## src/common/pwm_bus_pkg.sv

```systemverilog
`default_nettype none

package pwm_bus_pkg;

    // One register write, accepted on the clock edge where valid is high
    typedef struct packed {
        logic        valid;
        logic [15:0] addr;
        logic [31:0] data;
    } reg_write_t;

    // Which block an address belongs to
    typedef enum logic [1:0] {
        SPACE_TIMEBASE,
        SPACE_CHAIN,
        SPACE_NONE
    } reg_space_e;

    // Timebase block at addresses 0x000 to 0x0FF
    // Control bit 0 is run and bit 1 selects the external timebase
    localparam logic [7:0] TB_CONTROL     = 8'h00;
    localparam logic [7:0] TB_PRESCALE    = 8'h04;
    localparam logic [7:0] TB_FAULT_CLEAR = 8'h08;

    // Chain n sits at 0x100 * (n + 1) with the offsets below inside that page
    localparam logic [7:0] CH_CMP_LOW     = 8'h00;
    localparam logic [7:0] CH_CMP_HIGH    = 8'h04;
    localparam logic [7:0] CH_DEADTIME    = 8'h08;
    localparam logic [7:0] CH_PERIOD      = 8'h0C;
    localparam logic [7:0] CH_PHASE       = 8'h10;
    localparam logic [7:0] CH_MODE        = 8'h14;
    localparam logic [7:0] CH_OUT_ENABLE  = 8'h18;

endpackage

`default_nettype wire

```

## src/common/pwm_cfg_pkg.sv

```systemverilog
`default_nettype none

package pwm_cfg_pkg;

    typedef enum logic {
        MODE_UP      = 1'b0,
        MODE_UP_DOWN = 1'b1
    } counter_mode_e;

    // Counter-sized fields are 16 bits here
    // A chain with a narrower counter only looks at the low bits
    typedef struct packed {
        logic [15:0]   cmp_low;
        logic [15:0]   cmp_high;
        logic [15:0]   period;
        logic [15:0]   phase;
        logic [7:0]    deadtime;
        counter_mode_e mode;
        logic          out_enable;
    } chain_cfg_t;

    typedef struct packed {
        logic        run;
        logic        ext_select;
        logic [15:0] prescale;
    } timebase_cfg_t;

endpackage

`default_nettype wire

```

## src/logic/pwm_regs.sv

```systemverilog
`timescale 1ns/1ns
`default_nettype none

module pwm_regs #(
    parameter int N_CHAINS = 6
) (
    input  logic                                     clock,
    input  logic                                     rst_n,
    input  pwm_bus_pkg::reg_write_t                  reg_wr,
    output pwm_cfg_pkg::timebase_cfg_t               timebase_cfg,
    output pwm_cfg_pkg::chain_cfg_t [N_CHAINS-1:0]   chain_cfg,
    output logic                                     fault_clear
);
    import pwm_bus_pkg::*;
    import pwm_cfg_pkg::*;

    reg_space_e space;
    logic [7:0] page;
    logic [7:0] chain_sel;
    logic [7:0] offset;

    assign page      = reg_wr.addr[15:8];
    assign offset    = reg_wr.addr[7:0];
    // Page 0 is the timebase and chains start at page 1
    assign chain_sel = page - 8'd1;

    always_comb begin
        if (page == 8'd0) begin
            space = SPACE_TIMEBASE;
        end else if (chain_sel < 8'(N_CHAINS)) begin
            space = SPACE_CHAIN;
        end else begin
            space = SPACE_NONE;
        end
    end

    always_ff @(posedge clock or negedge rst_n) begin
        if (!rst_n) begin
            timebase_cfg <= '0;
            chain_cfg    <= '0;
            fault_clear  <= 1'b0;
        end else begin
            fault_clear <= 1'b0;

            if (reg_wr.valid && space == SPACE_TIMEBASE) begin
                case (offset)
                    TB_CONTROL: begin
                        timebase_cfg.run        <= reg_wr.data[0];
                        timebase_cfg.ext_select <= reg_wr.data[1];
                    end
                    TB_PRESCALE:    timebase_cfg.prescale <= reg_wr.data[15:0];
                    // Any write here clears the fault whatever the data
                    TB_FAULT_CLEAR: fault_clear <= 1'b1;
                    default: ;
                endcase
            end

            if (reg_wr.valid && space == SPACE_CHAIN) begin
                for (int n = 0; n < N_CHAINS; n++) begin
                    if (chain_sel == 8'(n)) begin
                        case (offset)
                            CH_CMP_LOW:    chain_cfg[n].cmp_low  <= reg_wr.data[15:0];
                            CH_CMP_HIGH:   chain_cfg[n].cmp_high <= reg_wr.data[15:0];
                            CH_DEADTIME:   chain_cfg[n].deadtime <= reg_wr.data[7:0];
                            CH_PERIOD:     chain_cfg[n].period   <= reg_wr.data[15:0];
                            CH_PHASE:      chain_cfg[n].phase    <= reg_wr.data[15:0];
                            CH_MODE: begin
                                chain_cfg[n].mode <= counter_mode_e'(reg_wr.data[0]);
                            end
                            CH_OUT_ENABLE: chain_cfg[n].out_enable <= reg_wr.data[0];
                            default: ;
                        endcase
                    end
                end
            end
        end
    end

    // A clear pulse lasting two cycles needs a write behind each cycle
    fault_clear_single: assert property (
        @(posedge clock) disable iff (!rst_n)
        fault_clear && $past(fault_clear) |-> $past(reg_wr.valid) && $past(reg_wr.valid, 2)
    ) else $error("fault_clear held without back-to-back writes");

endmodule

`default_nettype wire

```

## src/logic/pwm_timebase.sv

```systemverilog
`timescale 1ns/1ns
`default_nettype none

module pwm_timebase (
    input  logic                       clock,
    input  logic                       rst_n,
    input  pwm_cfg_pkg::timebase_cfg_t cfg,
    input  logic                       ext_timebase,
    output logic                       tick,
    output logic                       running
);

    logic [15:0] presc_cnt;
    logic        presc_hit;
    // Two synchronizer stages plus one more for edge detection
    logic [2:0]  ext_sync;
    logic        ext_edge;
    logic        run_rise;

    assign run_rise  = cfg.run & ~running;
    // >= so a prescale lowered on the fly does not run the counter around
    assign presc_hit = presc_cnt >= cfg.prescale;
    assign ext_edge  = ext_sync[1] & ~ext_sync[2];

    always_ff @(posedge clock or negedge rst_n) begin
        if (!rst_n) begin
            running   <= 1'b0;
            presc_cnt <= '0;
            ext_sync  <= '0;
            tick      <= 1'b0;
        end else begin
            running  <= cfg.run;
            ext_sync <= {ext_sync[1:0], ext_timebase};

            if (run_rise) begin
                presc_cnt <= '0;
            end else if (running) begin
                presc_cnt <= presc_hit ? '0 : presc_cnt + 16'd1;
            end

            // Gated by cfg.run too, so no tick lands on the cycle running drops
            tick <= cfg.run & running & (cfg.ext_select ? ext_edge : presc_hit);
        end
    end

    tick_needs_running: assert property (
        @(posedge clock) disable iff (!rst_n)
        tick |-> running
    ) else $error("tick while timebase stopped");

endmodule

`default_nettype wire

```

## src/chain/pwm_chain.sv

```systemverilog
`timescale 1ns/1ns
`default_nettype none

module pwm_chain #(
    parameter int COUNTER_WIDTH = 16
) (
    input  logic                    clock,
    input  logic                    rst_n,
    input  logic                    tick,
    input  logic                    running,
    input  pwm_cfg_pkg::chain_cfg_t shadow_cfg,
    input  logic                    fault_active,
    output logic                    pwm_high,
    output logic                    pwm_low
);
    import pwm_cfg_pkg::*;

    localparam int CW = COUNTER_WIDTH;

    chain_cfg_t    active;
    logic [CW-1:0] count;
    logic [CW-1:0] count_next;
    logic          count_up;
    logic          count_up_next;
    logic          running_d;
    logic          start;

    logic [CW-1:0] period;
    logic [CW-1:0] cmp_low;
    logic [CW-1:0] cmp_high;

    logic          raw_high;
    logic          blank;
    // Index 0 is the high side and index 1 the low side
    logic [1:0]    raw;
    logic [1:0]    side_q;
    logic [7:0]    dt_cnt [2];

    assign period   = active.period[CW-1:0];
    assign cmp_low  = active.cmp_low[CW-1:0];
    assign cmp_high = active.cmp_high[CW-1:0];

    assign start = running & ~running_d;

    // Next counter value for the coming tick
    always_comb begin
        count_next    = count;
        count_up_next = count_up;
        if (active.mode == MODE_UP) begin
            count_next    = (count >= period) ? '0 : count + 1'b1;
            count_up_next = 1'b1;
        end else if (count_up) begin
            if (count < period) begin
                count_next = count + 1'b1;
            end else if (count != '0) begin
                // Reached the top, turn around
                count_next    = count - 1'b1;
                count_up_next = 1'b0;
            end
        end else if (count == '0) begin
            count_up_next = 1'b1;
            if (period != '0) begin
                count_next = CW'(1);
            end
        end else begin
            count_next = count - 1'b1;
        end
    end

    always_ff @(posedge clock or negedge rst_n) begin
        if (!rst_n) begin
            active    <= '0;
            count     <= '0;
            count_up  <= 1'b1;
            running_d <= 1'b0;
        end else begin
            running_d <= running;
            if (start) begin
                active   <= shadow_cfg;
                count    <= shadow_cfg.phase[CW-1:0];
                count_up <= 1'b1;
            end else if (tick && running) begin
                count    <= count_next;
                count_up <= count_up_next;
                // New settings only take over at the bottom of the cycle
                if (count_next == '0) begin
                    active <= shadow_cfg;
                end
            end
        end
    end

    assign raw_high = (count >= cmp_low) && (count < cmp_high);
    assign raw      = {~raw_high, raw_high};
    assign blank    = !running || !active.out_enable || fault_active;

    // A rising side waits deadtime clocks and a falling side drops at once
    always_ff @(posedge clock or negedge rst_n) begin
        if (!rst_n) begin
            side_q <= '0;
            for (int s = 0; s < 2; s++) begin
                dt_cnt[s] <= '0;
            end
        end else begin
            for (int s = 0; s < 2; s++) begin
                if (blank || !raw[s]) begin
                    dt_cnt[s] <= '0;
                    side_q[s] <= 1'b0;
                end else if (dt_cnt[s] >= active.deadtime) begin
                    side_q[s] <= 1'b1;
                end else begin
                    dt_cnt[s] <= dt_cnt[s] + 8'd1;
                end
            end
        end
    end

    assign pwm_high = side_q[0];
    assign pwm_low  = side_q[1];

    no_shoot_through: assert property (
        @(posedge clock) disable iff (!rst_n)
        !(pwm_high && pwm_low)
    ) else $error("high and low side both on");

endmodule

`default_nettype wire

```

## src/logic/pwm_generator.sv

```systemverilog
`timescale 1ns/1ns
`default_nettype none

module pwm_generator #(
    parameter int N_CHAINS      = 6,
    parameter int COUNTER_WIDTH = 16
) (
    input  logic                    clock,
    input  logic                    rst_n,
    input  pwm_bus_pkg::reg_write_t reg_wr,
    input  logic                    ext_timebase,
    input  logic                    fault,
    output logic [2*N_CHAINS-1:0]   pwm_out
);
    import pwm_cfg_pkg::*;

    timebase_cfg_t                timebase_cfg;
    chain_cfg_t [N_CHAINS-1:0]    chain_cfg;
    logic                         fault_clear;
    logic                         fault_active;
    logic                         tick;
    logic                         running;

    pwm_regs #(
        .N_CHAINS (N_CHAINS)
    ) regs_i (
        .clock        (clock),
        .rst_n        (rst_n),
        .reg_wr       (reg_wr),
        .timebase_cfg (timebase_cfg),
        .chain_cfg    (chain_cfg),
        .fault_clear  (fault_clear)
    );

    pwm_timebase timebase_i (
        .clock        (clock),
        .rst_n        (rst_n),
        .cfg          (timebase_cfg),
        .ext_timebase (ext_timebase),
        .tick         (tick),
        .running      (running)
    );

    // Fault wins over a clear that arrives while it is still asserted
    always_ff @(posedge clock or negedge rst_n) begin
        if (!rst_n) begin
            fault_active <= 1'b0;
        end else if (fault) begin
            fault_active <= 1'b1;
        end else if (fault_clear) begin
            fault_active <= 1'b0;
        end
    end

    for (genvar n = 0; n < N_CHAINS; n++) begin : g_chain
        pwm_chain #(
            .COUNTER_WIDTH (COUNTER_WIDTH)
        ) chain_i (
            .clock        (clock),
            .rst_n        (rst_n),
            .tick         (tick),
            .running      (running),
            .shadow_cfg   (chain_cfg[n]),
            .fault_active (fault_active),
            .pwm_high     (pwm_out[2*n]),
            .pwm_low      (pwm_out[2*n+1])
        );
    end

endmodule

`default_nettype wire

```

## config.mk

```make
export PLATFORM = sky130hd
export DESIGN_NAME = pwm_generator
export DESIGN_NICKNAME = d
export VERILOG_FILES = /design/src/common/pwm_bus_pkg.sv /design/src/common/pwm_cfg_pkg.sv /design/src/logic/pwm_regs.sv /design/src/logic/pwm_timebase.sv /design/src/chain/pwm_chain.sv /design/src/logic/pwm_generator.sv
export SDC_FILE = /design/constraint.sdc
export NUM_CORES = 2
export LEC_CHECK = 0
export BUFFER_PORTS_ARGS = -buffer_cell sky130_fd_sc_hd__buf_2
export CAP_MARGIN = 20
export CORE_MARGIN = 2
export CORE_UTILIZATION = 25
export DETAILED_ROUTE_END_ITERATION = 8
export GPL_TIMING_DRIVEN = 0
export PLACE_DENSITY_LB_ADDON = 0.08
export SLEW_MARGIN = 20
export SYNTH_ARGS = -nofsm -noshare
export SYNTH_HDL_FRONTEND = slang
export SYNTH_SLANG_ARGS = --single-unit
```

## constraint.sdc

```tcl
create_clock -name clock -period 4 [get_ports clock]
set_input_delay 0.2 -clock clock [delete_from_list [all_inputs] [get_ports clock]]
set_output_delay 0.2 -clock clock [all_outputs]
set_load 0.02 [all_outputs]
```

==> impl_results.md <==
* Slew margin rel. at 0.204
* Max Slew Vio Count at 0
* CP endpoint kind: register
* Post-synthesis sequential area ratio at 0.457
* Skew final at slightly above 0.03 ns
* Yosys reg bits at 1044
* RSZ-0062 raised after global routing: yes
* Die X-Extent at ~480 microns
* Final instance area at 70600 sq um
* Total of max-cap violations at 0
* IO Port Bufs at 48
* Final #Nets at between 6000 and 7000
* Synth Instances at between 5000 and 6000
* Comb power frac at 0.036
* CTS tree: done
* Hold path startpoint: reg_wr[0]
* Reg2Reg Setup Slack at ~0.042 ns
* Mean post-synth cell area at 10.9 sq um
* Hold depth at 2
* Root Buffer: clkbuf_16
* Clock power share at 0.523
* Worst EP required at 4.68 ns
* Main synth FF type: dfrtp_1
* Filler cells at about 23000
* Synth Warn # at 0
* Worst hold endpoint: regs_i.chain_cfg[396]
* Fin. Hold Viols at 0
* Status: finished clean
* Sw frac at 0.240
* # clock sinks at 1044
* Internal at between 15000 and 20000 uW
* WL per Instance at 23.8 microns
* CP Data Arrival Time at 4.63 ns
* Layout Cells excl Fill at 8801
* Seq pwr share at 0.441
* Most common cell after layout, fill and taps aside: dfrtp_1
* Die height at 482 microns
* Hold Path Class: input pin to register
* EDFF count, synth at 0
* Tightest Pin Transition at between 1 and 1.5 ns
* Clock buffer depth at 3
* Worst vdd ir at 0.372 mV
* Core Area at 227000 sq um
* Worst reg2reg endpoint: g_chain[3].chain_i.active[3]
* Vias at 42800
* Overall Global Routing Usage at 0.179
* Initial core utilization at 0.251
* Syn_nets at 5721
* Die area at 232000 sq um
* Setup_tns at 0 ns
* CTS H-tree depth at 4
* Placed standard-cell area at between 60000 and 70000 sq um
* Final worst-path cycle share at 0.989
* P_sw at between 5000 and 6000 uW
* Drt total wl at 210000 microns
* DRT iter0 DRCs at 2639
* Initial antenna violation count at 27
* Detailed-route DRC error count at 0
* Overflow after GRT at 0
* DRT Pass-1 Iters at 6
* Worst skew pair latency at 0.80 ns
* Share of layout cells above drive strength 1 at 0.309
* Placer Congestion at 0.875
* Tmin final at 3.96 ns
* First-pass GRT wire length at between 300000 and 400000 microns
* Asr flop ratio synth at 1.00
* Setup violators final at 0
* Clk slew on worst S/H paths at approximately 0.060 ns
* Crit path launch type: register
* Power Density at 340 nW/um^2
* WS Path Type: register to register
* Syn-to-layout area delta at 23.6%
* Synthesized area at about 57000 sq um
* Post-synth cell types at 87
* TritonCTS Buffers at about 140
* FF-to-FF path depth at 14
* Std cell rows at 175
* Commonest cells after routing, fill and taps aside: dfrtp_1, mux2_2, ha_1
* Max FO, Critical Path at 10
* Inst Count DP at 8331
* RR Startpoint: g_chain[3].chain_i.count[7]
* Total power at 24000 uW
* Post-route ant nets at 0
* Fmax at 253 MHz
* Largest net degree at the start of global routing at 126
* Post-DP HPWL at 143000 microns
* Vias per inst at 4.87
* Num ports at between 60 and 70
* Leakage at 0.0328 uW
* Number of global-route vias before repair at around 43000
[layout make-up]
type	count	area [sq um]	share of cell area
sequential	1044	26200	0.372
clock buffer	200	3970	0.0562
antenna	4	10.0	0.000142
buffer	263	1590	0.0225
multi-input combinational	3516	29800	0.423
clock inverter	36	546	0.00772
tap	3009	3760	0.0533
inverter	405	1530	0.0217
timing repair buffer	324	3120	0.0442
[power groups by stage]
stage / clock network [uW] / logic [uW] / registers [uW]
final: 12600 / 865 / 10600
after global routing: 13400 / 948 / 10600
after CTS: 13000 / 876 / 10600
after detailed placement: 0 / 822 / 10800
after global placement: 0 / 731 / 10800
after floorplan: 0 / 180 / 10800
[per-stage QoR]
stage / worst slack [ns] / utilization / hold slack, ns
after global placement: -22.60 / 0.269 / 0.310
after CTS: -0.00437 / 0.302 / 0.112
after global routing: -0.0954 / 0.311 / 0.0916
after detailed placement: -1.76 / 0.273 / 0.108
final: 0.0424 / 0.311 / 0.147
after floorplan: 0.117 / - / -0.0956
[registers in the layout, indices dropped and copies added, names as in the netlist, 18 cells and up]
name,cells
g_chain.chain_i.dt_cnt,96
regs_i.timebase_cfg,18
g_chain.chain_i.period,96
regs_i.chain_cfg,444
g_chain.chain_i.active,60
g_chain.chain_i.cmp_high,96
g_chain.chain_i.count,96
g_chain.chain_i.cmp_low,96
[layer usage]
| metal | track usage | wire length [microns] | vias up |
|---|---|---|---|
| met5 | 0 | 7 | - |
| met4 | 0.0529 | 6590 | 2 |
| met3 | 0.0247 | 8650 | 305 |
| met2 | 0.290 | 96700 | 927 |
| met1 | 0.246 | 97700 | 21800 |
| li1 | - | - | 19800 |
[how the worst max path moves through the flow]
stage	startpoint	end	slack [ns]	cells past startpoint
2_1_floorplan	g_chain[0].chain_i.count[15]	g_chain[0].chain_i.active[2]	0.12	13
3_5_place_dp	g_chain[2].chain_i.count[7]	g_chain[2].chain_i.period[2]	-1.76	14
4_1_cts	g_chain[1].chain_i.count[12]	g_chain[1].chain_i.count[12]	-0.004	19
3_3_place_gp	rst_n	g_chain[0].chain_i.side_q[0]	-22.60	1
6_report	g_chain[3].chain_i.count[7]	g_chain[3].chain_i.active[3]	0.04	14
5_1_grt	g_chain[3].chain_i.period[11]	g_chain[3].chain_i.active[3]	-0.1	15
[cells in the mapped netlist, types with 33 or more instances]
| library cell | n | area (sq um) |
|---|---|---|
| o21ai_0 | 184 | 921 |
| buf_2 | 33 | 165 |
| xor2_1 | 58 | 508 |
| nand2_1 | 293 | 1100 |
| xnor2_1 | 59 | 517 |
| nor3b_1 | 53 | 398 |
| a21o_1 | 135 | 1010 |
| a21oi_1 | 222 | 1110 |
| nor3_1 | 157 | 786 |
| mux2_4 | 40 | 601 |
| nand3_1 | 85 | 425 |
| or3_1 | 36 | 225 |
| o22ai_1 | 37 | 231 |
| a221o_1 | 38 | 380 |
| clkbuf_1 | 218 | 818 |
| dfrtp_1 | 1038 | 26000 |
| mux2_2 | 758 | 8540 |
| nor4_1 | 68 | 425 |
| nor2b_1 | 35 | 219 |
| inv_1 | 405 | 1520 |
| nor2_1 | 206 | 773 |
| nand2b_1 | 41 | 257 |
| ha_1 | 430 | 5380 |
| nand4_1 | 86 | 538 |
| and3_1 | 69 | 432 |
[worst max-delay path, cell delays in order (launching register included)]
cell	delay, ns
dfrtp_2	0.62
ha_1	0.32
a21oi_1	0.14
o21ai_0	0.11
o2bb2ai_2	0.18
or4_4	0.59
nand2_4	0.15
o221ai_1	0.16
a32o_2	0.31
nor4_4	0.29
a41oi_2	0.16
buf_6	0.18
buf_12	0.15
clkbuf_16	0.17
mux2_4	0.29
[what timing repair did]
| action | 4_1_cts | 5_1_grt |
|---|---|---|
| setup buffers | 91 | 118 |
| resized for setup | 324 | 255 |
| endpoints found under the hold margin | 312 | 0 |
| endpoints found under the setup margin | 364 | 356 |
| hold buffers | 25 | 0 |
| gates cloned | 1 | 6 |
| pin swaps | 37 | 77 |
[cells by family (layout without fill, tap and decap cells)]
family | count (synthesis) | count (layout) | share of synthesized area
AOI/OAI and AO/OA | 918 | 919 | 0.108
xor gates and xnor gates | 117 | 117 | 0.0179
adders and majority gates | 430 | 430 | 0.0942
buffers and inverters | 679 | 1228 | 0.0470
DFF | 1044 | 1044 | 0.457
muxes | 820 | 820 | 0.164
other | 0 | 4 | 0
and+or+nand+nor | 1230 | 1230 | 0.111
No activity file was read; power rests on OpenSTA's default activity.
